`src/sprite_defs.svh`:
```
`ifndef SPRITE_DEFS_SVH
`define SPRITE_DEFS_SVH

// Visible pixels per line
`define SPRITE_LINE_WIDTH 640

// Interleaved banks per line buffer
`define SPRITE_BANKS 4

// Words per bank, follows from width and bank count
`define SPRITE_BANK_WORDS (`SPRITE_LINE_WIDTH / `SPRITE_BANKS)

// Attribute table entries
`define SPRITE_COUNT 16

// Sprite width and height in pixels
`define SPRITE_SIZE 16

// Index widths
`define PIXEL_IDX_W 10
`define SPRITE_IDX_W 4
`define LINE_NUM_W 8

`endif
```
`src/dpram.sv`:
```
`timescale 1ns/1ps
`include "sprite_defs.svh"

module dpram #(
    parameter type payload_t = logic [15:0],
    parameter int  DEPTH     = `SPRITE_BANK_WORDS
) (
    input  logic                     clk,
    input  logic                     wr_en,
    input  logic [$clog2(DEPTH)-1:0] wr_addr,
    input  payload_t                 wr_data,
    input  logic [$clog2(DEPTH)-1:0] rd_addr,
    output payload_t                 rd_data
);

    payload_t mem [DEPTH];

    // Read returns old contents on a same-address write
    always_ff @(posedge clk) begin
        if (wr_en) begin
            mem[wr_addr] <= wr_data;
        end
        rd_data <= mem[rd_addr];
    end

endmodule

```
`config.mk`:
```
export PLATFORM = sky130hd
export DESIGN_NAME = dpram
export DESIGN_NICKNAME = d
export VERILOG_FILES = /design/src/dpram.sv
export VERILOG_INCLUDE_DIRS = /design/src
export SDC_FILE = /design/constraint.sdc
export NUM_CORES = 2
export LEC_CHECK = 0
export ABC_AREA = 1
export ABC_CLOCK_PERIOD_IN_PS = 4700
export BUFFER_PORTS_ARGS = -buffer_cell sky130_fd_sc_hd__buf_2
export CAP_MARGIN = 10
export CORE_MARGIN = 2
export CORE_UTILIZATION = 45
export CTS_CLUSTER_SIZE = 10
export DETAILED_ROUTE_END_ITERATION = 16
export SLEW_MARGIN = 0
export SYNTH_ARGS = -nofsm -noshare
export SYNTH_HDL_FRONTEND = slang
export SYNTH_SLANG_ARGS = --single-unit
```
`constraint.sdc`:
```
create_clock -name clk -period 4.7 [get_ports clk]
set_input_delay 0.94 -clock clk [delete_from_list [all_inputs] [get_ports clk]]
set_output_delay 0.94 -clock clk [all_outputs]
set_load 0.005 [all_outputs]
```
==> metrics.md <==
| Metric | Value |
|---|---|
| FMAX | `0.2952 GHz` |
| Proportion of layout cells with a drive suffix above 1 | `0.09075` |
| Syn-to-layout area delta | `12.50%` |
| Antenna violations before repair | `13` |
| Crit path DAT | `4.25 ns` |
| Placed insts | `11220` |
| GPL Wtd Cong | `0.8959` |
| Max Cap Viol | `0` |
| Hold-fix buffers, CTS | `0` |
| Largest net degree at the start of global routing | `139` |
| Syn nets | `8419` |
| Worst VDD drop | `428.8 uV` |
| Clock latency on the worst-skew pair | `0.95 ns` |
| Worst Hold Launch | `wr_data[10]` |
| Final Hold Viols | `0` |
| CTS Buf Count | `309` |
| CP max stage cell | `nand3_1` |
| Cell Area, Synth | `103300 um^2` |
| DRC viols | `0` |
| Met3 Track Usage GR | `0.05145` |
| PortBufs | `49` |
| Reg area | `77190 um^2` |
| Cell variety after synth | `23` |
| Crit path required time | `5.57 ns` |
| Startpoint Class | `primary input` |
| Top-area cell type share of the netlist area | `0.7441` |
| Bufs on Longest Clock Path | `4` |
| Met1 usage | `0.3736` |
| Setup_tns | `0 ns` |
| Routed vias/inst | `5.874` |
| Post-CTS setup buffers | `0` |
| Tmin final | `3.387 ns` |
| Hold/Removal Path Class | `primary input to register` |
| Detailed Route Iter0 Violations | `9008` |
| Power per cell area | `422.1 nW/um^2` |
| Global-route usage over all layers | `0.2627` |
| Cts repair resizes | `0` |
| Synth Instances | `8385` |
| Average cell area after synthesis | `12.32 um^2` |
| RSZ-0062 raised after global routing | `false` |
| Multi-input gate area | `23000 um^2` |
| Worst setup path startpoint | `rd_addr[0]` |
| CP Cell Sequence | `buf_8 > inv_8 > buf_12 > nand2_1 > nand3_1 > nand3_1 > nand3_1 > nand3_1 > nand3_1 > nand3_1 > nand2_1 > nand2_1 > nand2_1` |
| Post-route ant nets | `0` |
| Ports | `50` |
| Crit path largest cell delay | `0.47 ns` |
| Synth Register Bits | `2576` |
| Period Utilization, post-route | `0.7207` |
| Final max-slew violation count | `0` |
| Final setup skew | `0.06203 ns` |
| Routed WL per cell | `26.90 um` |
| Htree depth | `5` |
| Clock root cell | `clkbuf_16` |
| Top-count cell post-synth | `edfxtp_1` |
| Vias in the first global route | `64190` |
| Setup violations, final | `0` |
| Fin cells | `11650` |
| Die width | `483.1 um` |
| Sequential area share after synthesis | `0.7473` |
| FILL cells | `19290` |
| Predominant post-synthesis flop cell | `edfxtp_1` |
| DR pass1 iterations | `6` |
| CP most frequent cell | `nand3_1` |
| Core Rows | `175` |
| Fin nets | `8561` |
| Post-synth top cells | `edfxtp_1, nand2_1, nand3_1, nor2_1, o21ai_0` |
| Grt ovf | `0` |
| Worst-path clk slew | `0.06 ns` |
| Leak | `39.93 nW` |
| DP Wirelength | `179900 um` |
| Post-Route WL | `313300 um` |
| Slew headroom | `0.1014` |
| EDFF count, synth | `2560` |
| Tightest Pin Transition | `1.348 ns` |
| Kind of critical path | `primary input to register` |
| Die ar. | `233400 um^2` |
| TritonCTS clock tree | `yes` |
| Grt met2 use | `0.3966` |
| Top cell type by total area after synthesis | `edfxtp_1` |
| Gr busiest metal | `met2` |
| Critical path fanouts, max | `111` |
| R2R Path Start | `mem[125][0]$_DFFE_PP_` |
| Status | `finished clean` |
| Crit. End Element | `register` |
| First-pass GRT wire length | `452900 um` |
| Top area cells in the synthesized netlist | `edfxtp_1, nand3_1, nand2_1` |
| Starting Density | `0.4536` |
| Synth warnings | `0` |
| Core area | `227700 um^2` |
| DIE HEIGHT | `483.1 um` |
| Routed via count | `68410` |
| Clock net sink count | `2576` |
| Asr flop ratio synth | `0` |
==> area by class of cell <==
class	instances	share of cell area
multi-input combinational	5196	0.1979
clock buffer	406	0.07085
sequential	2576	0.6642
inverter	40	0.001540
timing repair buffer	404	0.03240
clock inverter	6	0.0004091
tap	3009	0.03240
antenna	10	0.0002153
==> placed cells by master (no fill, tap or decap), types with 2 or more instances in the layout <==
cell       count
inv_1         34
clkinv_4       2
edfxtp_1    2560
inv_8          3
buf_4        298
dfxtp_1       16
nor2_1       406
o221ai_1      19
buf_12        56
clkbuf_1      90
buf_6         17
buf_8          5
inv_6          4
nand3_1     2090
diode_2       10
o21ai_0      248
o211ai_1      10
clkbuf_16    315
nand2_1     2233
o21ai_1       26
nor2_2        52
o22ai_1      109
buf_2         28
==> state kept, by name, indices dropped and copies added (netlist names) <==
register  cells
rd_data      16
mem        2560
==> report_power, final <==
part	switching, mW	internal (mW)
sequential	0.0472	25.3
combinational	2.34	0.714
clock	8.58	12.0
==> critical path: cells and delay by family <==
family	cells	cell delay, ns
and+or+nand+nor	10	2.00
buffers and inverters	3	1.05
==> per-stage QoR <==
stage               power [mW]  setup slack [ns]  area [um^2]    util  hold slack, ns
detailed placement       28.86            0.5336       107900  0.4738          0.9344
global route             50.33             1.327       116200  0.5103          0.4418
global placement         28.84            0.5090       107900  0.4737          0.9384
floorplan                27.37             1.930       103300       -          0.7013
CTS                      49.25             1.526       116200  0.5102          0.4196
finish                   49.05             1.313       116200  0.5103          0.4483
==> kinds of logic (layout without fill, tap and decap cells) <==
kind of cell	count (synthesis)	count (layout)	share of synthesized area
flops	2576	2576	0.7473
buf+inv	613	856	0.03133
other cells	0	10	0
simple gates	4783	4783	0.1992
compound gates	413	413	0.02226
==> path summary, 6_finish.rpt <==
path                                               end  slack, ns  depth (start not counted)
worst min-delay path            mem[101][10]$_DFFE_PP_       0.45                          1
worst max-delay path                rd_data[0]$_DFF_P_       1.31                         13
worst min register to register      rd_data[0]$_DFF_P_       0.91                         10
worst max register to register      rd_data[0]$_DFF_P_       2.23                         10
==> layer usage <==
metal | share of wire | vias up
li1 | - | 30320
met1 | 0.41 | 33930
met2 | 0.45 | 3616
met3 | 0.097 | 544
met4 | 0.042 | 8
met5 | 0.00019 | -
No activity file was read; power rests on OpenSTA's default activity.
