**config.mk**
```make
export PLATFORM = sky130hd
export DESIGN_NAME = sprite_renderer
export DESIGN_NICKNAME = d
export VERILOG_FILES = /design/src/sprite_pkg.sv /design/src/sprite_renderer.sv
export VERILOG_INCLUDE_DIRS = /design/src
export SDC_FILE = /design/constraint.sdc
export NUM_CORES = 1
export LEC_CHECK = 0
export BUFFER_PORTS_ARGS = -buffer_cell sky130_fd_sc_hd__buf_2
export CAP_MARGIN = 25
export CORE_ASPECT_RATIO = 0.5
export CORE_MARGIN = 3
export CORE_UTILIZATION = 35
export CTS_CLUSTER_DIAMETER = 40
export CTS_CLUSTER_SIZE = 14
export DETAILED_ROUTE_END_ITERATION = 8
export SLEW_MARGIN = 20
export SYNTH_ARGS = -nofsm -noshare
export SYNTH_HDL_FRONTEND = slang
export SYNTH_SLANG_ARGS = --single-unit
```
**constraint.sdc**
```tcl
create_clock -name clk -period 4.3 [get_ports clk]
set_clock_uncertainty 0.2 [all_clocks]
set_input_delay 0 -clock clk [delete_from_list [all_inputs] [get_ports clk]]
set_output_delay 0 -clock clk [all_outputs]
set_load 0.01 [all_outputs]
```
**src/sprite_defs.svh**
```systemverilog
`ifndef SPRITE_DEFS_SVH
`define SPRITE_DEFS_SVH

// Visible pixels per line
`define SPRITE_LINE_WIDTH 640

// Interleaved banks per line buffer
`define SPRITE_BANKS 4

// Words per bank, follows from width and bank count
`define SPRITE_BANK_WORDS (`SPRITE_LINE_WIDTH / `SPRITE_BANKS)

// Attribute table entries
`define SPRITE_COUNT 16

// Sprite width and height in pixels
`define SPRITE_SIZE 16

// Index widths
`define PIXEL_IDX_W 10
`define SPRITE_IDX_W 4
`define LINE_NUM_W 8

`endif
```
**src/sprite_pkg.sv**
```systemverilog
`include "sprite_defs.svh"

package sprite_pkg;

    // One color word, zero is transparent or empty
    typedef logic [15:0] pixel_t;

    // Attribute table entry, 35 bits
    typedef struct packed {
        logic                    enable;
        logic [`PIXEL_IDX_W-1:0] x;
        logic [`LINE_NUM_W-1:0]  y;
        pixel_t                  color;
    } sprite_attr_t;

endpackage

```
**src/sprite_renderer.sv**
```systemverilog
`timescale 1ns/1ps
`include "sprite_defs.svh"

module sprite_renderer (
    input  logic                     clk,
    input  logic                     rst,

    // Line request
    input  logic                     line_req,
    input  logic [`LINE_NUM_W-1:0]   line_num,
    output logic                     line_ack,

    // Attribute table
    output logic [`SPRITE_IDX_W-1:0] attr_rd_idx,
    input  sprite_pkg::sprite_attr_t attr_rd_data,

    // Line buffer
    output logic [`PIXEL_IDX_W-1:0]  renderer_rd_idx,
    input  sprite_pkg::pixel_t       renderer_rd_data,
    output logic [`PIXEL_IDX_W-1:0]  renderer_wr_idx,
    output sprite_pkg::pixel_t       renderer_wr_data,
    output logic                     renderer_wr_en,
    input  logic                     composer_erase_busy,
    output logic                     active_render_buffer
);

    localparam int PIX_W  = `PIXEL_IDX_W;
    localparam int SPR_W  = `SPRITE_IDX_W;
    localparam int LINE_W = `LINE_NUM_W;
    localparam int CNT_W  = $clog2(`SPRITE_SIZE);

    localparam logic [CNT_W-1:0] CNT_LAST = CNT_W'(`SPRITE_SIZE - 1);
    localparam logic [PIX_W-1:0] COL_LAST = PIX_W'(`SPRITE_LINE_WIDTH - 1);
    localparam logic [SPR_W-1:0] SPR_LAST = SPR_W'(`SPRITE_COUNT - 1);

    typedef enum logic [2:0] {
        S_IDLE,
        S_FETCH,
        S_CHECK,
        S_SCAN,
        S_DONE,
        S_ACK
    } state_t;

    state_t             state;
    logic [SPR_W-1:0]   spr_idx;
    logic [PIX_W-1:0]   col;
    logic [CNT_W-1:0]   cnt;
    sprite_pkg::pixel_t color;
    logic               rd_pend;
    logic [PIX_W-1:0]   pend_idx;
    logic [LINE_W-1:0]  line_off;
    logic               covers;
    logic               scan_end;
    logic               last_sprite;

    // Entry covers the line and starts on screen
    assign line_off = line_num - attr_rd_data.y;
    assign covers   = attr_rd_data.enable && line_num >= attr_rd_data.y &&
                      line_off < LINE_W'(`SPRITE_SIZE) &&
                      attr_rd_data.x < PIX_W'(`SPRITE_LINE_WIDTH);

    assign scan_end    = (cnt == CNT_LAST) || (col == COL_LAST);
    assign last_sprite = (spr_idx == SPR_LAST);

    ////////////////////////////////////////////////////////////////////////////
    // Control FSM
    ////////////////////////////////////////////////////////////////////////////

    always_ff @(posedge clk or posedge rst) begin
        if (rst) begin
            state                <= S_IDLE;
            spr_idx              <= '0;
            rd_pend              <= 1'b0;
            line_ack             <= 1'b0;
            active_render_buffer <= 1'b0;
        end else begin
            rd_pend <= (state == S_SCAN);
            case (state)
                S_IDLE: begin
                    if (line_req && !composer_erase_busy) begin
                        spr_idx <= '0;
                        state   <= S_FETCH;
                    end
                end
                S_FETCH: begin
                    state <= S_CHECK;
                end
                S_CHECK: begin
                    if (covers) begin
                        // Hold the entry until the erase is over
                        if (!composer_erase_busy) begin
                            state <= S_SCAN;
                        end
                    end else if (last_sprite) begin
                        state <= S_DONE;
                    end else begin
                        spr_idx <= spr_idx + 1'b1;
                        state   <= S_FETCH;
                    end
                end
                S_SCAN: begin
                    if (scan_end && last_sprite) begin
                        state <= S_DONE;
                    end else if (scan_end) begin
                        spr_idx <= spr_idx + 1'b1;
                        state   <= S_FETCH;
                    end
                end
                S_DONE: begin
                    // Last pending write lands on this edge too
                    active_render_buffer <= ~active_render_buffer;
                    line_ack             <= 1'b1;
                    state                <= S_ACK;
                end
                S_ACK: begin
                    if (!line_req) begin
                        line_ack <= 1'b0;
                        state    <= S_IDLE;
                    end
                end
                default: begin
                    state <= S_IDLE;
                end
            endcase
        end
    end

    ////////////////////////////////////////////////////////////////////////////
    // Column pipeline
    ////////////////////////////////////////////////////////////////////////////

    always_ff @(posedge clk) begin
        pend_idx <= col;
        if (state == S_CHECK) begin
            col   <= attr_rd_data.x;
            cnt   <= '0;
            color <= attr_rd_data.color;
        end else if (state == S_SCAN) begin
            col <= col + 1'b1;
            cnt <= cnt + 1'b1;
        end
    end

    assign attr_rd_idx     = spr_idx;
    assign renderer_rd_idx = col;

    // Write only into empty pixels, earlier sprites stay in front
    assign renderer_wr_idx  = pend_idx;
    assign renderer_wr_data = color;
    assign renderer_wr_en   = rd_pend && renderer_rd_data == '0 && color != '0;

endmodule

```
==> impl_metrics.csv <==
group,metric,value,unit
floorplan,die_w,124,microns
timing,hold_viol_final,0,
cells_and_area,fill_cells,567,
timing,slew_headroom,67.8,%
clock_tree,clock_path_buffers,2,
global_routing,antenna_found_initial,0,
critical_path,path_max_fanout,36,
logic_synthesis,synth_area,2430,sq um
cells_and_area,mostFrequentLayoutCells,"105 x buf_2, 28 x dlygate4sd3_1, 26 x edfxtp_1",
place,place_congestion,0.907,
clock_tree,cts-root-buf,"clkbuf_16",
timing,worst_pin_slew,0.479,ns
logic_synthesis,synthCells,221,
critical_path,cpMaxStageDelayCell,"nor4_4",
critical_path,worst-path-buf-inv,2,
clock_tree,cts_setup_buffers,0,
timing,finalCriticalPeriod,2.65,ns
critical_path,crit_arrival,2.61,ns
timing,fmax,0.377,GHz
detailed_routing,viasPerCell,4.76,
critical_path,critPathKind,"flop to flop",
critical_path,worst_r2r_startpoint,"state[2]",
clock_tree,cts_resized,0,
outcome,outcome,"complete, no violations",
cells_and_area,drive_above_1_share,35.2,%
logic_synthesis,synth.avg_cell_area,11.0,sq um
global_routing,overflow,0,
logic_synthesis,synth-main-ff-cell,"edfxtp_1",
logic_synthesis,yosysWarningCount,0,
timing,period_share,61.7,%
cells_and_area,nets,431,
power,leakagePower,0.00154,uW
global_routing,grt_max_degree,37,
hold_path,min_path_type,"input pin to output port",
critical_path,crit_end,"attr_rd_idx[2]",
detailed_routing,vias,2125,
timing,setup_tns,0,ns
critical_path,slowest_delay,0.49,ns
logic_synthesis,synth_edf_count,26,
clock_tree,numCtsBuffers,5,
clock_tree,clk_latency,0.28,ns
floorplan,core-area,6380,sq um
critical_path,crit_family,"simple AND/OR/NAND/NOR gates",
power,ir_worst_vdd,0.000202,V
critical_path,required,4.26,ns
logic_synthesis,yosysUniqueCellTypes,51,
logic_synthesis,ys_seq_elements,50,
clock_tree,path_clk_slew,0.06,ns
floorplan,die-area,8050,sq um
timing,rsz0062_at_grt,"no",
cells_and_area,fin_util,54.5,%
logic_synthesis,synthArstFlopShare,20.0,%
critical_path,worstSetupStartpoint,"state[2]",
logic_synthesis,synth_fp_nets,295,
critical_path,critPathCaptureType,"flop",
timing,finalMaxSlewViolations,0,
cells_and_area,layout_commonest_cell,"buf_2",
place,dp_hpwl,4340,microns
clock_tree,h-tree-depth,2,
logic_synthesis,yosysSeqAreaShare,53.9,%
clock_tree,tritoncts,"yes",
global_routing,grt_pass1_wl,9280,microns
detailed_routing,drtPass1Iterations,4,
cells_and_area,antennaDiodeCount,0,
hold_path,hp-start,"renderer_rd_data[15]",
floorplan,fp.dieH,65.0,microns
critical_path,cp-start-kind,"flop",
cells_and_area,syn_to_final_growth,42.8,%
detailed_routing,drtIter0Drc,119,
floorplan,num_io_pins,106,
critical_path,cp_num_cells,7,
critical_path,reg2reg_setup_slack,1.65,ns
floorplan,rows,20,
detailed_routing,wl_per_cell,12.8,microns
detailed_routing,drt.antenna.violating_nets,0,
global_routing,track_usage,13.9,%
critical_path,rr_worst_depth,7,
power,power.density,574,nW/um^2
place,port_buffers,105,
critical_path,cp_cell_sequence,"nand2b_1 > nor2_2 > buf_4 > inv_1 > nor4_4 > nor4_1 > or3b_1",
critical_path,timing.rr.end,"attr_rd_idx[2]",
detailed_routing,wirelength,5690,microns
global_routing,grt_pass1_vias,2135,
detailed_routing,drc,0,
clock_tree,cts.sinks,50,
job,maxCapViolations,0,
timing,finalSetupViolCount,0,
floorplan,start_util,38.2,%
[Yosys cell counts (all sizes together), types with 3 or more instances]
master / count / share of area (%)
nor4: 8 / 2.7
inv: 15 / 2.3
nand4: 3 / 0.77
xnor2: 7 / 2.5
nand3: 8 / 1.6
and3: 8 / 2.1
o21ai: 26 / 5.3
a21oi: 8 / 2.1
ha: 11 / 5.7
a22o: 3 / 1.1
and2: 3 / 0.87
nand2: 21 / 3.2
nand2b: 3 / 0.77
dfxtp: 14 / 12
dfrtp: 10 / 10
nor2: 5 / 0.77
clkbuf: 4 / 0.67
nor2b: 4 / 1.0
edfxtp: 26 / 32
[area by class of cell]
cell class / count / area [sq um] / share of cell area (%)
flip-flops and latches: 50 / 1310 / 37.7
multi-input cells: 151 / 1040 / 30.0
repair buffers: 134 / 813 / 23.4
clock buffers: 6 / 129 / 3.71
well taps: 88 / 110 / 3.17
inverters: 15 / 56.3 / 1.62
clock inverters: 2 / 13.8 / 0.396
[worst reg2reg max path, delay by kind of cell (launching register included)]
kind	cells	cell delay, ns
flops	1	0.46
simple gates	5	1.38
buf+inv	2	0.49
[cell families (layout without fill, tap and decap cells)]
family	count (synthesis)	count (layout)	share of synthesized area [%]
AOI/OAI and AO/OA	55	55	15.9
adders and majority gates	11	11	5.65
buffers and inverters	20	157	3.44
DFF	50	50	53.9
muxes	2	2	0.925
and+or+nand+nor	74	74	17.0
xor gates and xnor gates	9	9	3.24
[flip-flops by register name (all words and copies together) (netlist names)]
name and flops:
active_render_buffer 1, state 3, renderer_wr_idx 10, renderer_rd_idx 10, line_ack 1, attr_rd_idx 4
cnt 4, rd_pend 1, renderer_wr_data 16
[how the worst min path moves through the flow]
stage,slack [ns],depth (start not counted),to
2_1_floorplan,-0.36,1,active_render_buffer
3_3_place_gp,-0.19,2,rd_pend
3_5_place_dp,-0.19,2,rd_pend
4_1_cts,0.04,3,renderer_wr_en
5_1_grt,0.05,3,renderer_wr_en
6_report,0.04,3,renderer_wr_en
[per-layer routing]
metal	vias up	share of wire [%]	wire (microns)	track usage (%)
li1	1087	-	-	-
met1	980	46	2620	17.8
met2	56	49	2780	25.1
met3	2	4.8	274	1.83
met4	0	0.28	16	3.41
met5	-	0	0	0
[metrics by stage]
step,setup slack [ns],cell area (sq um),hold slack [ns],total power (uW),cells
after global routing,1.38,3480,0.0515,2150,446
after floorplan,2.03,2430,-0.360,1320,221
final,1.65,3480,0.0386,2000,446
after detailed placement,1.64,3050,-0.194,1620,410
after global placement,1.73,3050,-0.192,1600,410
after CTS,1.63,3480,0.0441,2020,446
[report_power, final]
group	switching, uW	internal (uW)
sequential	156	756
combinational	394	317
clock	157	217
total	707	1290
[what timing repair did]
action | 4_1_cts | 5_1_grt
hold buffers | 28 | 0
endpoints found under the setup margin | 0 | 0
endpoints found under the hold margin | 39 | 0
Note: power is estimated with default switching activity, not from simulation.
